$ cat src/rtl/simd_pkg.sv
// SIMD byte pipeline package
// lane count, vector types, lane and reduction opcodes, clip bounds
// shared by every stage of the pipeline and by the reference model

`default_nettype none

package simd_pkg;

    // number of byte lanes in a word
    localparam int NUM_LANES = 4;

    // one lane operand
    typedef logic [7:0]  byte_t;
    // one lane result, two's complement
    typedef logic [15:0] wide_t;
    // operand, bypass and result word
    typedef logic [31:0] word_t;

    // element-wise function code
    typedef logic [3:0] lane_op_t;
    // cross-lane reduction code
    typedef logic [2:0] red_op_t;

    // lane opcodes
    localparam lane_op_t OP_PASS = 4'd0;
    localparam lane_op_t OP_ADD  = 4'd1;
    localparam lane_op_t OP_SUB  = 4'd2;
    localparam lane_op_t OP_MUL  = 4'd3;
    localparam lane_op_t OP_MOVB = 4'd4;
    localparam lane_op_t OP_MAX  = 4'd5;
    localparam lane_op_t OP_MIN  = 4'd6;
    localparam lane_op_t OP_AND  = 4'd7;
    localparam lane_op_t OP_OR   = 4'd8;
    localparam lane_op_t OP_XOR  = 4'd9;
    localparam lane_op_t OP_NAND = 4'd10;
    localparam lane_op_t OP_NOR  = 4'd11;
    localparam lane_op_t OP_XNOR = 4'd12;

    // reduction opcodes, 5 to 7 fall back to packing
    localparam red_op_t RED_NONE = 3'd0;
    localparam red_op_t RED_SUM  = 3'd1;
    localparam red_op_t RED_MAX  = 3'd2;
    localparam red_op_t RED_MIN  = 3'd3;
    localparam red_op_t RED_XOR  = 3'd4;

    // clipping bounds
    localparam int SMAX = 127;
    localparam int SMIN = -128;
    localparam int UMAX = 255;
    localparam int UMIN = 0;

endpackage

`default_nettype wire
$ cat src/rtl/simd_unit.sv
// SIMD byte pipeline top level
// operand stage, four byte-lane ALUs and the reduction stage;
// result appears three held-high cycles after its inputs

`default_nettype none

module simd_unit
    import simd_pkg::*;
(
    input  logic       clk,
    input  logic       rstn,
    input  logic       holdn,
    input  word_t      ra,
    input  word_t      rb,
    input  lane_op_t   lane_op,
    input  red_op_t    red_op,
    input  logic       is_unsigned,
    input  logic       sat,
    input  logic       wen,
    input  word_t      bpv,
    input  logic [1:0] bp,
    output word_t      result,
    output logic       result_valid
);

    byte_t    lane_a   [NUM_LANES];
    byte_t    lane_b   [NUM_LANES];
    wide_t    lane_res [NUM_LANES];
    lane_op_t s1_lane_op;
    red_op_t  s1_red_op;
    logic     s1_unsigned;
    logic     s1_sat;
    logic     s1_wen;

    operand_stage u_operand_stage (
        .clk         (clk),
        .rstn        (rstn),
        .holdn       (holdn),
        .ra          (ra),
        .rb          (rb),
        .bpv         (bpv),
        .bp          (bp),
        .lane_op     (lane_op),
        .red_op      (red_op),
        .is_unsigned (is_unsigned),
        .sat         (sat),
        .wen         (wen),
        .lane_a      (lane_a),
        .lane_b      (lane_b),
        .s1_lane_op  (s1_lane_op),
        .s1_red_op   (s1_red_op),
        .s1_unsigned (s1_unsigned),
        .s1_sat      (s1_sat),
        .s1_wen      (s1_wen)
    );

    // same opcode and signedness broadcast to every lane
    for (genvar i = 0; i < NUM_LANES; i++) begin : g_lane
        lane_alu u_lane_alu (
            .clk         (clk),
            .rstn        (rstn),
            .holdn       (holdn),
            .a           (lane_a[i]),
            .b           (lane_b[i]),
            .lane_op     (s1_lane_op),
            .is_unsigned (s1_unsigned),
            .sat         (s1_sat),
            .lane_res    (lane_res[i])
        );
    end

    reduction_stage u_reduction_stage (
        .clk          (clk),
        .rstn         (rstn),
        .holdn        (holdn),
        .lane_res     (lane_res),
        .red_op       (s1_red_op),
        .is_unsigned  (s1_unsigned),
        .sat          (s1_sat),
        .wen          (s1_wen),
        .result       (result),
        .result_valid (result_valid)
    );

endmodule

`default_nettype wire

$ cat src/rtl/reduction_stage.sv
// SIMD reduction stage
// keeps the stage-2 control copy aligned with the lane register,
// folds the lane values into one word by sum, max, min, xor or
// packing, and registers the result with its valid strobe

`default_nettype none

module reduction_stage
    import simd_pkg::*;
(
    input  logic    clk,
    input  logic    rstn,
    input  logic    holdn,
    input  wide_t   lane_res [NUM_LANES],
    input  red_op_t red_op,
    input  logic    is_unsigned,
    input  logic    sat,
    input  logic    wen,
    output word_t   result,
    output logic    result_valid
);

    red_op_t s2_red_op;
    logic    s2_unsigned;
    logic    s2_sat;
    logic    s2_wen;

    logic signed [31:0] lane_x [NUM_LANES];
    logic signed [31:0] sum_x;
    logic signed [31:0] sum_c;
    logic signed [31:0] max_x;
    logic signed [31:0] min_x;
    byte_t              xor_b;
    word_t              pack_w;
    word_t              res_d;

    // stage-2 control register
    always_ff @(posedge clk) begin
        if (!rstn) begin
            s2_red_op   <= RED_NONE;
            s2_unsigned <= 1'b0;
            s2_sat      <= 1'b0;
            s2_wen      <= 1'b0;
        end else if (holdn) begin
            s2_red_op   <= red_op;
            s2_unsigned <= is_unsigned;
            s2_sat      <= sat;
            s2_wen      <= wen;
        end
    end

    always_comb begin
        for (int i = 0; i < NUM_LANES; i++) begin
            if (s2_unsigned)
                lane_x[i] = $signed({16'd0, lane_res[i]});
            else
                lane_x[i] = $signed({{16{lane_res[i][15]}}, lane_res[i]});
            pack_w[8*i +: 8] = lane_res[i][7:0];
        end

        sum_x = '0;
        max_x = lane_x[0];
        min_x = lane_x[0];
        xor_b = '0;
        for (int i = 0; i < NUM_LANES; i++) begin
            sum_x = sum_x + lane_x[i];
            xor_b = xor_b ^ lane_res[i][7:0];
            if (lane_x[i] > max_x)
                max_x = lane_x[i];
            if (lane_x[i] < min_x)
                min_x = lane_x[i];
        end

        // same clip bounds as the lanes
        sum_c = sum_x;
        if (s2_sat) begin
            if (sum_x > (s2_unsigned ? UMAX : SMAX))
                sum_c = s2_unsigned ? UMAX : SMAX;
            else if (sum_x < (s2_unsigned ? UMIN : SMIN))
                sum_c = s2_unsigned ? UMIN : SMIN;
        end

        case (s2_red_op)
            RED_SUM: res_d = sum_c;
            RED_MAX: res_d = max_x;
            RED_MIN: res_d = min_x;
            RED_XOR: res_d = {24'd0, xor_b};
            default: res_d = pack_w;
        endcase
    end

    // result register
    always_ff @(posedge clk) begin
        if (!rstn) begin
            result       <= '0;
            result_valid <= 1'b0;
        end else if (holdn) begin
            result       <= res_d;
            result_valid <= s2_wen;
        end
    end

endmodule

`default_nettype wire

$ cat src/rtl/lane_alu.sv
// SIMD lane ALU
// element-wise arithmetic, multiply, max/min and bitwise logic on one
// byte lane, signed or unsigned, with optional clipping to 8 bits;
// the 16-bit lane value is held in the stage-2 lane register

`default_nettype none

module lane_alu
    import simd_pkg::*;
(
    input  logic     clk,
    input  logic     rstn,
    input  logic     holdn,
    input  byte_t    a,
    input  byte_t    b,
    input  lane_op_t lane_op,
    input  logic     is_unsigned,
    input  logic     sat,
    output wide_t    lane_res
);

    // 18 bits hold every exact result, 255 * 255 included
    logic signed [17:0] xa;
    logic signed [17:0] xb;
    logic signed [17:0] add_x;
    logic signed [17:0] sub_x;
    logic signed [17:0] mul_x;
    wide_t              res_d;

    // clip to the 8-bit range of the chosen reading, or truncate
    function automatic wide_t clip(input logic signed [17:0] v,
                                   input logic uns,
                                   input logic en);
        int    hi;
        int    lo;
        wide_t r;
        hi = uns ? UMAX : SMAX;
        lo = uns ? UMIN : SMIN;
        r  = v[15:0];
        if (en) begin
            if (v > hi)
                r = hi[15:0];
            else if (v < lo)
                r = lo[15:0];
        end
        return r;
    endfunction

    // operands read as signed or unsigned
    assign xa = is_unsigned ? $signed({10'd0, a}) : $signed({{10{a[7]}}, a});
    assign xb = is_unsigned ? $signed({10'd0, b}) : $signed({{10{b[7]}}, b});

    assign add_x = xa + xb;
    assign sub_x = xa - xb;
    assign mul_x = xa * xb;

    always_comb begin
        case (lane_op)
            OP_PASS: res_d = xa[15:0];
            OP_ADD:  res_d = clip(add_x, is_unsigned, sat);
            OP_SUB:  res_d = clip(sub_x, is_unsigned, sat);
            OP_MUL:  res_d = clip(mul_x, is_unsigned, sat);
            OP_MOVB: res_d = xb[15:0];
            OP_MAX:  res_d = (xa > xb) ? xa[15:0] : xb[15:0];
            OP_MIN:  res_d = (xa > xb) ? xb[15:0] : xa[15:0];
            // logic results are always zero-extended
            OP_AND:  res_d = {8'h00, a & b};
            OP_OR:   res_d = {8'h00, a | b};
            OP_XOR:  res_d = {8'h00, a ^ b};
            OP_NAND: res_d = {8'h00, ~(a & b)};
            OP_NOR:  res_d = {8'h00, ~(a | b)};
            OP_XNOR: res_d = {8'h00, ~(a ^ b)};
            default: res_d = '0;
        endcase
    end

    // stage-2 lane register
    always_ff @(posedge clk) begin
        if (!rstn)
            lane_res <= '0;
        else if (holdn)
            lane_res <= res_d;
    end

endmodule

`default_nettype wire

$ cat src/rtl/operand_stage.sv
// SIMD operand stage
// registers operand words and opcode fields, applies the memory
// bypass while the operation sits in stage 1, and splits the
// selected words into byte lanes

`default_nettype none

module operand_stage
    import simd_pkg::*;
(
    input  logic     clk,
    input  logic     rstn,
    input  logic     holdn,
    input  word_t    ra,
    input  word_t    rb,
    input  word_t    bpv,
    input  logic [1:0] bp,
    input  lane_op_t lane_op,
    input  red_op_t  red_op,
    input  logic     is_unsigned,
    input  logic     sat,
    input  logic     wen,
    output byte_t    lane_a [NUM_LANES],
    output byte_t    lane_b [NUM_LANES],
    output lane_op_t s1_lane_op,
    output red_op_t  s1_red_op,
    output logic     s1_unsigned,
    output logic     s1_sat,
    output logic     s1_wen
);

    word_t s1_ra;
    word_t s1_rb;
    word_t op_a;
    word_t op_b;

    // stage-1 register
    always_ff @(posedge clk) begin
        if (!rstn) begin
            s1_ra       <= '0;
            s1_rb       <= '0;
            s1_lane_op  <= OP_PASS;
            s1_red_op   <= RED_NONE;
            s1_unsigned <= 1'b0;
            s1_sat      <= 1'b0;
            s1_wen      <= 1'b0;
        end else if (holdn) begin
            s1_ra       <= ra;
            s1_rb       <= rb;
            s1_lane_op  <= lane_op;
            s1_red_op   <= red_op;
            s1_unsigned <= is_unsigned;
            s1_sat      <= sat;
            s1_wen      <= wen;
        end
    end

    // bypass word arrives from memory in this cycle, not registered
    assign op_a = bp[0] ? bpv : s1_ra;
    assign op_b = bp[1] ? bpv : s1_rb;

    // lane 0 takes the low byte
    always_comb begin
        for (int i = 0; i < NUM_LANES; i++) begin
            lane_a[i] = op_a[8*i +: 8];
            lane_b[i] = op_b[8*i +: 8];
        end
    end

endmodule

`default_nettype wire

$ cat config.mk
export PLATFORM = sky130hd
export DESIGN_NAME = simd_unit
export DESIGN_NICKNAME = d
export VERILOG_FILES = /design/src/rtl/simd_pkg.sv /design/src/rtl/simd_unit.sv /design/src/rtl/reduction_stage.sv /design/src/rtl/lane_alu.sv /design/src/rtl/operand_stage.sv
export SDC_FILE = /design/constraint.sdc
export NUM_CORES = 2
export LEC_CHECK = 0
export BUFFER_PORTS_ARGS = -buffer_cell sky130_fd_sc_hd__buf_2
export CORE_MARGIN = 2
export CORE_UTILIZATION = 55
export CTS_CLUSTER_DIAMETER = 40
export CTS_CLUSTER_SIZE = 20
export DETAILED_ROUTE_END_ITERATION = 10
export PLACE_DENSITY_LB_ADDON = 0.1
export SLEW_MARGIN = 5
export SYNTH_ARGS = -nofsm -noshare
export SYNTH_HDL_FRONTEND = slang
export SYNTH_SLANG_ARGS = --single-unit
export TNS_END_PERCENT = 1
$ cat constraint.sdc
create_clock -name clk -period 17.6 [get_ports clk]
set_clock_uncertainty 0.2 [all_clocks]
set_input_delay 2.64 -clock clk [delete_from_list [all_inputs] [get_ports clk]]
set_output_delay 2.64 -clock clk [all_outputs]
set_load 0.02 [all_outputs]
-- Word level (Yosys, flattened, before mapping)
Index checks and enable logic that the tools add are counted.
- equality and inequality tests: 16
- $lt $le $gt $ge: 36
- multiplexer cells: 76
- multipliers: 4
- bitwise gates (word level): 27
- reductions and logical operators: 1
- add/sub/neg operators: 11
- operators by type and width (operator ; count):
    16-bit one-hot mux with 13 select lines ; 4
    16-bit 2-to-1 mux ; 44
    32-bit 2-to-1 mux ; 17
    18-bit by 32-bit < comparator with 1-bit output ; 12
    18-bit by 9-bit greater-than comparator with 1-bit output ; 12
    18-bit 2-to-1 mux ; 8
    32-bit greater-than comparator ; 4
    32-bit < comparator ; 4
    32-bit one-hot mux with 4 select lines ; 1
    32-bit adder ; 3
    8-bit inverter ; 12
    18-bit adder ; 4
    18-bit greater-than comparator ; 4
    18-bit by 18-bit multiplier with 18-bit output ; 4
    18-bit subtractor ; 4
    8-bit bitwise XOR ; 7
    8-bit AND ; 4
    8-bit bitwise OR ; 4
    4-bit equality test, second input constant ; 5
    4-bit by 3-bit equality test with 1-bit output, second input constant ; 4
    8-bit 2-to-1 mux ; 2
    4-bit by 2-bit equality test with 1-bit output, second input constant ; 2
    3-bit by 2-bit equality test with 1-bit output, second input constant ; 2
    4-bit by 1-bit equality test with 1-bit output, second input constant ; 1
    other kinds (3) ; 3
- input bits: 111
- logic and storage cells: 188
- bits in registers: 177

-- Longest topological paths before layout
- depth after elaboration: 9
- gate-level depth with buffers: 37
- depth with buffers taken out: 33

-- By module
Synthesis repeated with hierarchy kept, for this count alone.
- cell total of the unflattened synthesis: 5518
- area, all modules: 44624.0 um^2
- by module, submodules not included (module ; cells an instance ; instances ; sequential area each (um^2) ; area an instance (um^2)):
    lane_alu at g_lane[0].u_lane_alu ; 1091 ; 1 ; 320.3 ; 8530.7
    lane_alu at g_lane[3].u_lane_alu ; 1058 ; 1 ; 320.3 ; 8294.2
    lane_alu at g_lane[2].u_lane_alu ; 1063 ; 1 ; 320.3 ; 8275.4
    lane_alu at g_lane[1].u_lane_alu ; 1041 ; 1 ; 320.3 ; 8086.5
    reduction_stage ; 955 ; 1 ; 780.7 ; 7806.2
    operand_stage ; 310 ; 1 ; 1481.4 ; 3631.0

-- Worst setup path before layout
Ideal clock, no wire load.
- path kind: input -> register
- from: input port bp[1]
- to: register g_lane[0].u_lane_alu.lane_res[1]
- data arrival time: 11270 ps
- setup slack: 6011 ps
- stages: 33
- library setup time: 119 ps
- path buffers: 4
- cell sequence: buf_2 buf_1 buf_1 mux2i_1 nor2_1 fa_1 inv_1 fa_1 inv_1 ha_1 fa_1 inv_1 fa_1 fa_1 inv_1 ha_1 nand3_1 o2111ai_1 a31o_2 a21o_1 a31o_2 xnor3_1 inv_1 ha_1 nand2b_1 a2111oi_0 nand2_1 o21ai_0 nand2_1 clkbuf_1 nand2_1 a21oi_1 o221a_2
- longest elaborated chain between the ends: 8
- elaborated cells between the ends (all ways): 30
- RTL lines (element ; RTL line ; RTL):
    start: declaration ; simd_unit.sv:21 ; input logic [1:0] bp,
    32-bit 2-to-1 mux * ; operand_stage.sv:60 ; assign op_b = bp[1] ? bpv : s1_rb;
    18-bit 2-to-1 mux ; lane_alu.sv:51 ; assign xb = is_unsigned ? $signed({10'd0, b}) : $signed({{10{b[7]}}, b});
    18-bit by 18-bit multiplier with 18-bit output, or another cell as far along ; lane_alu.sv:55 ; assign mul_x = xa * xb;
    18-bit by 32-bit < comparator with 1-bit output ; lane_alu.sv:43 ; else if (v < lo)
    16-bit 2-to-1 mux ; lane_alu.sv:43 ;
    16-bit 2-to-1 mux ; lane_alu.sv:41 ; if (v > hi)
    16-bit 2-to-1 mux ; lane_alu.sv:40 ; if (en) begin
    16-bit one-hot mux with 13 select lines * ; lane_alu.sv:58 ; case (lane_op)
    end signal: assignment ; lane_alu.sv:82 ; lane_res <= res_d;
    end: declaration ; lane_alu.sv:19 ; output wide_t lane_res
Mark *: on every way between the ends. The rest lies on a longest branch, timed or not.
A chain may end at the register's enable or synchronous reset.

-- Final worst setup path
- from: input port bp[1]
- to: register g_lane[0].u_lane_alu.lane_res[8]
- longest elaborated chain between the ends: 8
- elaborated cells between the ends (all ways): 24
- RTL lines (element ; RTL line):
    32-bit 2-to-1 mux * ; operand_stage.sv:60
    18-bit 2-to-1 mux * ; lane_alu.sv:51
    18-bit by 18-bit multiplier with 18-bit output, or another cell as far along ; lane_alu.sv:55
    18-bit by 32-bit < comparator with 1-bit output ; lane_alu.sv:43
    16-bit 2-to-1 mux ; lane_alu.sv:43
    16-bit 2-to-1 mux ; lane_alu.sv:41
    16-bit 2-to-1 mux ; lane_alu.sv:40
    16-bit one-hot mux with 13 select lines * ; lane_alu.sv:58
Marks and branches as above.

==> results.ini <==
[status]
status = finished, final reports clean

[sta]
timing.fmax_mhz = 82.34
setup_viol = 0
worst_slew_margin_rel_pct = 13.34
setup_slack_ns = 5.456
finalMaxSlewViolations = 0
period_minus_slack_ns = 12.14
worstMarginPinSlew_ns = 1.264
finalCritPeriodShare_pct = 69.00
finalSetupTns_ns = 0
grt_setup_unrepaired = false
hold_viol_final = 0

[placement]
hpwl_um = 114600
pre_cts_slack_ns = 4.953
portBuffers = 143
place_congestion = 1.017
placed_area_mm2 = 0.04400

[critical_path]
cpMaxStageDelayCell = buf_4
cp-end-kind = flop
cp_num_buf_inv = 8
crit_type = in -> reg
cp_max_fo = 32
cp_top_family = adder cells
cp_data_required_time_ns = 17.81
cp-start-kind = input pin
slowest_delay_ns = 0.56
cp.arrival_ns = 12.36

[clock_network]
cts_buffers = 17
post_cts_resized = 0
htree_levels = 4
clock-sinks = 177
holdBufCountCts = 0
clk-insertion-delay-late_ns = 0.54
post_cts_buffers = 0
cts-root-buf = clkbuf_16
cts_tree = yes
cts_max_path_buffers = 2
clk_pin_slew_ns = 0.08

[pwr]
leakage_nw = 22.36
power_mw = 5.326
powerDensity_mw_per_mm2 = 119.4
peakVddDrop_mv = 0.1081

[route]
ant_nets = 0
drc_errors = 0
drt_wl_total_um = 142600
dr_total_vias = 38880
drtPass1Iterations = 8
via_per_inst = 6.202
wl_per_cell_um = 22.75
drt_iter0_markers = 3857

[global_route]
grt_pass1_vias = 37820
gr-total-overflow = 0
grt_pass1_wl_um = 219600
antenna_found_initial = 5
groute.usage.overall_pct = 36.32
grt_max_degree = 73

[layout]
area_growth_pct = 6.335
final_common_cell = inv_1
drive_above_1_share_pct = 7.601
mostFrequentLayoutCells = inv_1 (779), ha_1 (633), nor2_1 (587)
fin_area_mm2 = 0.04461
layout.nets = 6447
fillers = 7059

[die]
core_mm2 = 0.07570
dieArea_mm2 = 0.07850
rows = 101
die_h_um = 280.2
die_w_um = 280.2
io_pins = 144
initial_core_util_pct = 55.42

[yosys]
yosysTopAreaCellShare_pct = 20.38
synth_fp_nets = 6378
yosysTopAreaCell = fa_1
ys_warn_count = 0
synthFlopType = dfxtp_1
netlist_instances = 5207
syn_area_mm2 = 0.04195
synthDistinctLibCells = 104
synth.area.top_cells = fa_1 (20%), ha_1 (19%), dfxtp_1 (8.4%)
syn_avg_cell_area_um2 = 8.057
async_flop_share_pct = 0
synth-seq-cells = 177
synth_edf_count = 0
yosysSeqAreaShare_pct = 8.446

[hold_path]
hp-class = reg -> reg

[flow_run]
drv_cap = 0

worst register-to-register path: cells and delay by family (launching register included):
family | cells | cell delay, ns
AND/OR/NAND/NOR | 5 | 1.54
buffers and inverters | 6 | 1.28
XOR/XNOR | 1 | 0.58
multiplexers | 1 | 0.28
AO/OA/AOI/OAI | 7 | 1.41
adder cells (fa/ha/maj) | 8 | 3.79
flip-flops | 1 | 0.60
stage by stage:
step	cells	hold WS, ns	util (%)
2_1_floorplan	5207	0.2596	-
3_3_place_gp	6235	0.2340	58.12
3_5_place_dp	6235	0.2380	58.12
4_1_cts	6267	0.2572	58.93
5_1_grt	6267	0.2760	58.93
6_report	6268	0.2546	58.93
final timing paths:
check,startpoint,endpoint,slack [ns],cells past startpoint
setup / recovery,bp[1],g_lane[0].u_lane_alu.lane_res[8],5.46,33
hold / removal,u_reduction_stage.result[19],u_reduction_stage.result[19],0.25,2
setup reg to reg,u_operand_stage.s1_unsigned,g_lane[3].u_lane_alu.lane_res[8],7.81,28
hold reg to reg,u_reduction_stage.result[19],u_reduction_stage.result[19],0.25,2
cells in the mapped netlist (11+ instances only):
cell type / n
o2111ai_1: 17
a211o_1: 19
o21ai_0: 290
nor2b_1: 68
xnor2_1: 140
a31o_2: 24
nand2b_1: 61
a21boi_0: 11
a31oi_1: 41
a221oi_1: 24
ha_1: 633
a211oi_1: 50
clkbuf_1: 170
nor4_1: 18
o21a_1: 55
mux2i_1: 203
o31ai_1: 42
nand2_1: 328
xor2_1: 30
buf_2: 16
o221a_2: 15
and2_1: 15
a21oi_1: 295
o221ai_1: 33
dfxtp_1: 177
nor3b_1: 13
or2_2: 17
nor3_1: 62
a22oi_1: 18
and3_1: 15
a21o_1: 51
o22ai_1: 53
a2111oi_0: 17
inv_1: 780
nand4_1: 43
nand3_1: 49
buf_1: 17
or3_1: 20
nor2_1: 589
fa_1: 427
o211ai_1: 49
o21bai_1: 24
layer usage:
metal	up-vias	wire length, µm	global-route usage [%]
met4	8	6989	17.14
met5	-	56	0
met3	405	13690	7.544
met1	18540	60040	48.30
met2	1918	61800	56.44
li1	18010	-	-
layout make-up:
| class | count | area (µm²) | area share, % |
|---|---|---|---|
| multi-input cells | 4035 | 34690 | 77.76 |
| flip-flops and latches | 177 | 3551 | 7.960 |
| inverters | 788 | 2959 | 6.633 |
| repair buffers | 257 | 1578 | 3.537 |
| well taps | 978 | 1224 | 2.743 |
| clock buffers | 17 | 425.4 | 0.9536 |
| clock inverters | 15 | 183.9 | 0.4123 |
| diodes | 1 | 2.502 | 0.005609 |
state kept, by name (all words and copies together) (netlist names):
name / count
u_operand_stage.s1_sat: 1
u_operand_stage.s1_red_op: 3
u_reduction_stage.result: 32
u_reduction_stage.result_valid: 1
u_reduction_stage.s2_wen: 1
u_operand_stage.s1_ra: 32
u_operand_stage.s1_rb: 32
g_lane.u_lane_alu.lane_res: 64
u_operand_stage.s1_unsigned: 1
u_operand_stage.s1_wen: 1
u_operand_stage.s1_lane_op: 4
u_reduction_stage.s2_red_op: 3
u_reduction_stage.s2_unsigned: 1
u_reduction_stage.s2_sat: 1
cell families (layout without fill, tap and decap cells):
kind of cell	Yosys count	in the layout	synth area share, %
simple gates	1329	1329	14.28
compound gates	1258	1258	20.08
fa+ha+maj	1060	1060	39.25
buf+inv	995	1077	8.998
mux	213	213	5.118
flops	177	177	8.446
xor+xnor	175	175	3.817
other cells	0	1	0
where the power goes:
group          internal, mW  switching (mW)
clock network         0.193           0.229
registers             0.432          0.0586
logic                  1.67            2.74
No activity file was read; power rests on OpenSTA's default activity.
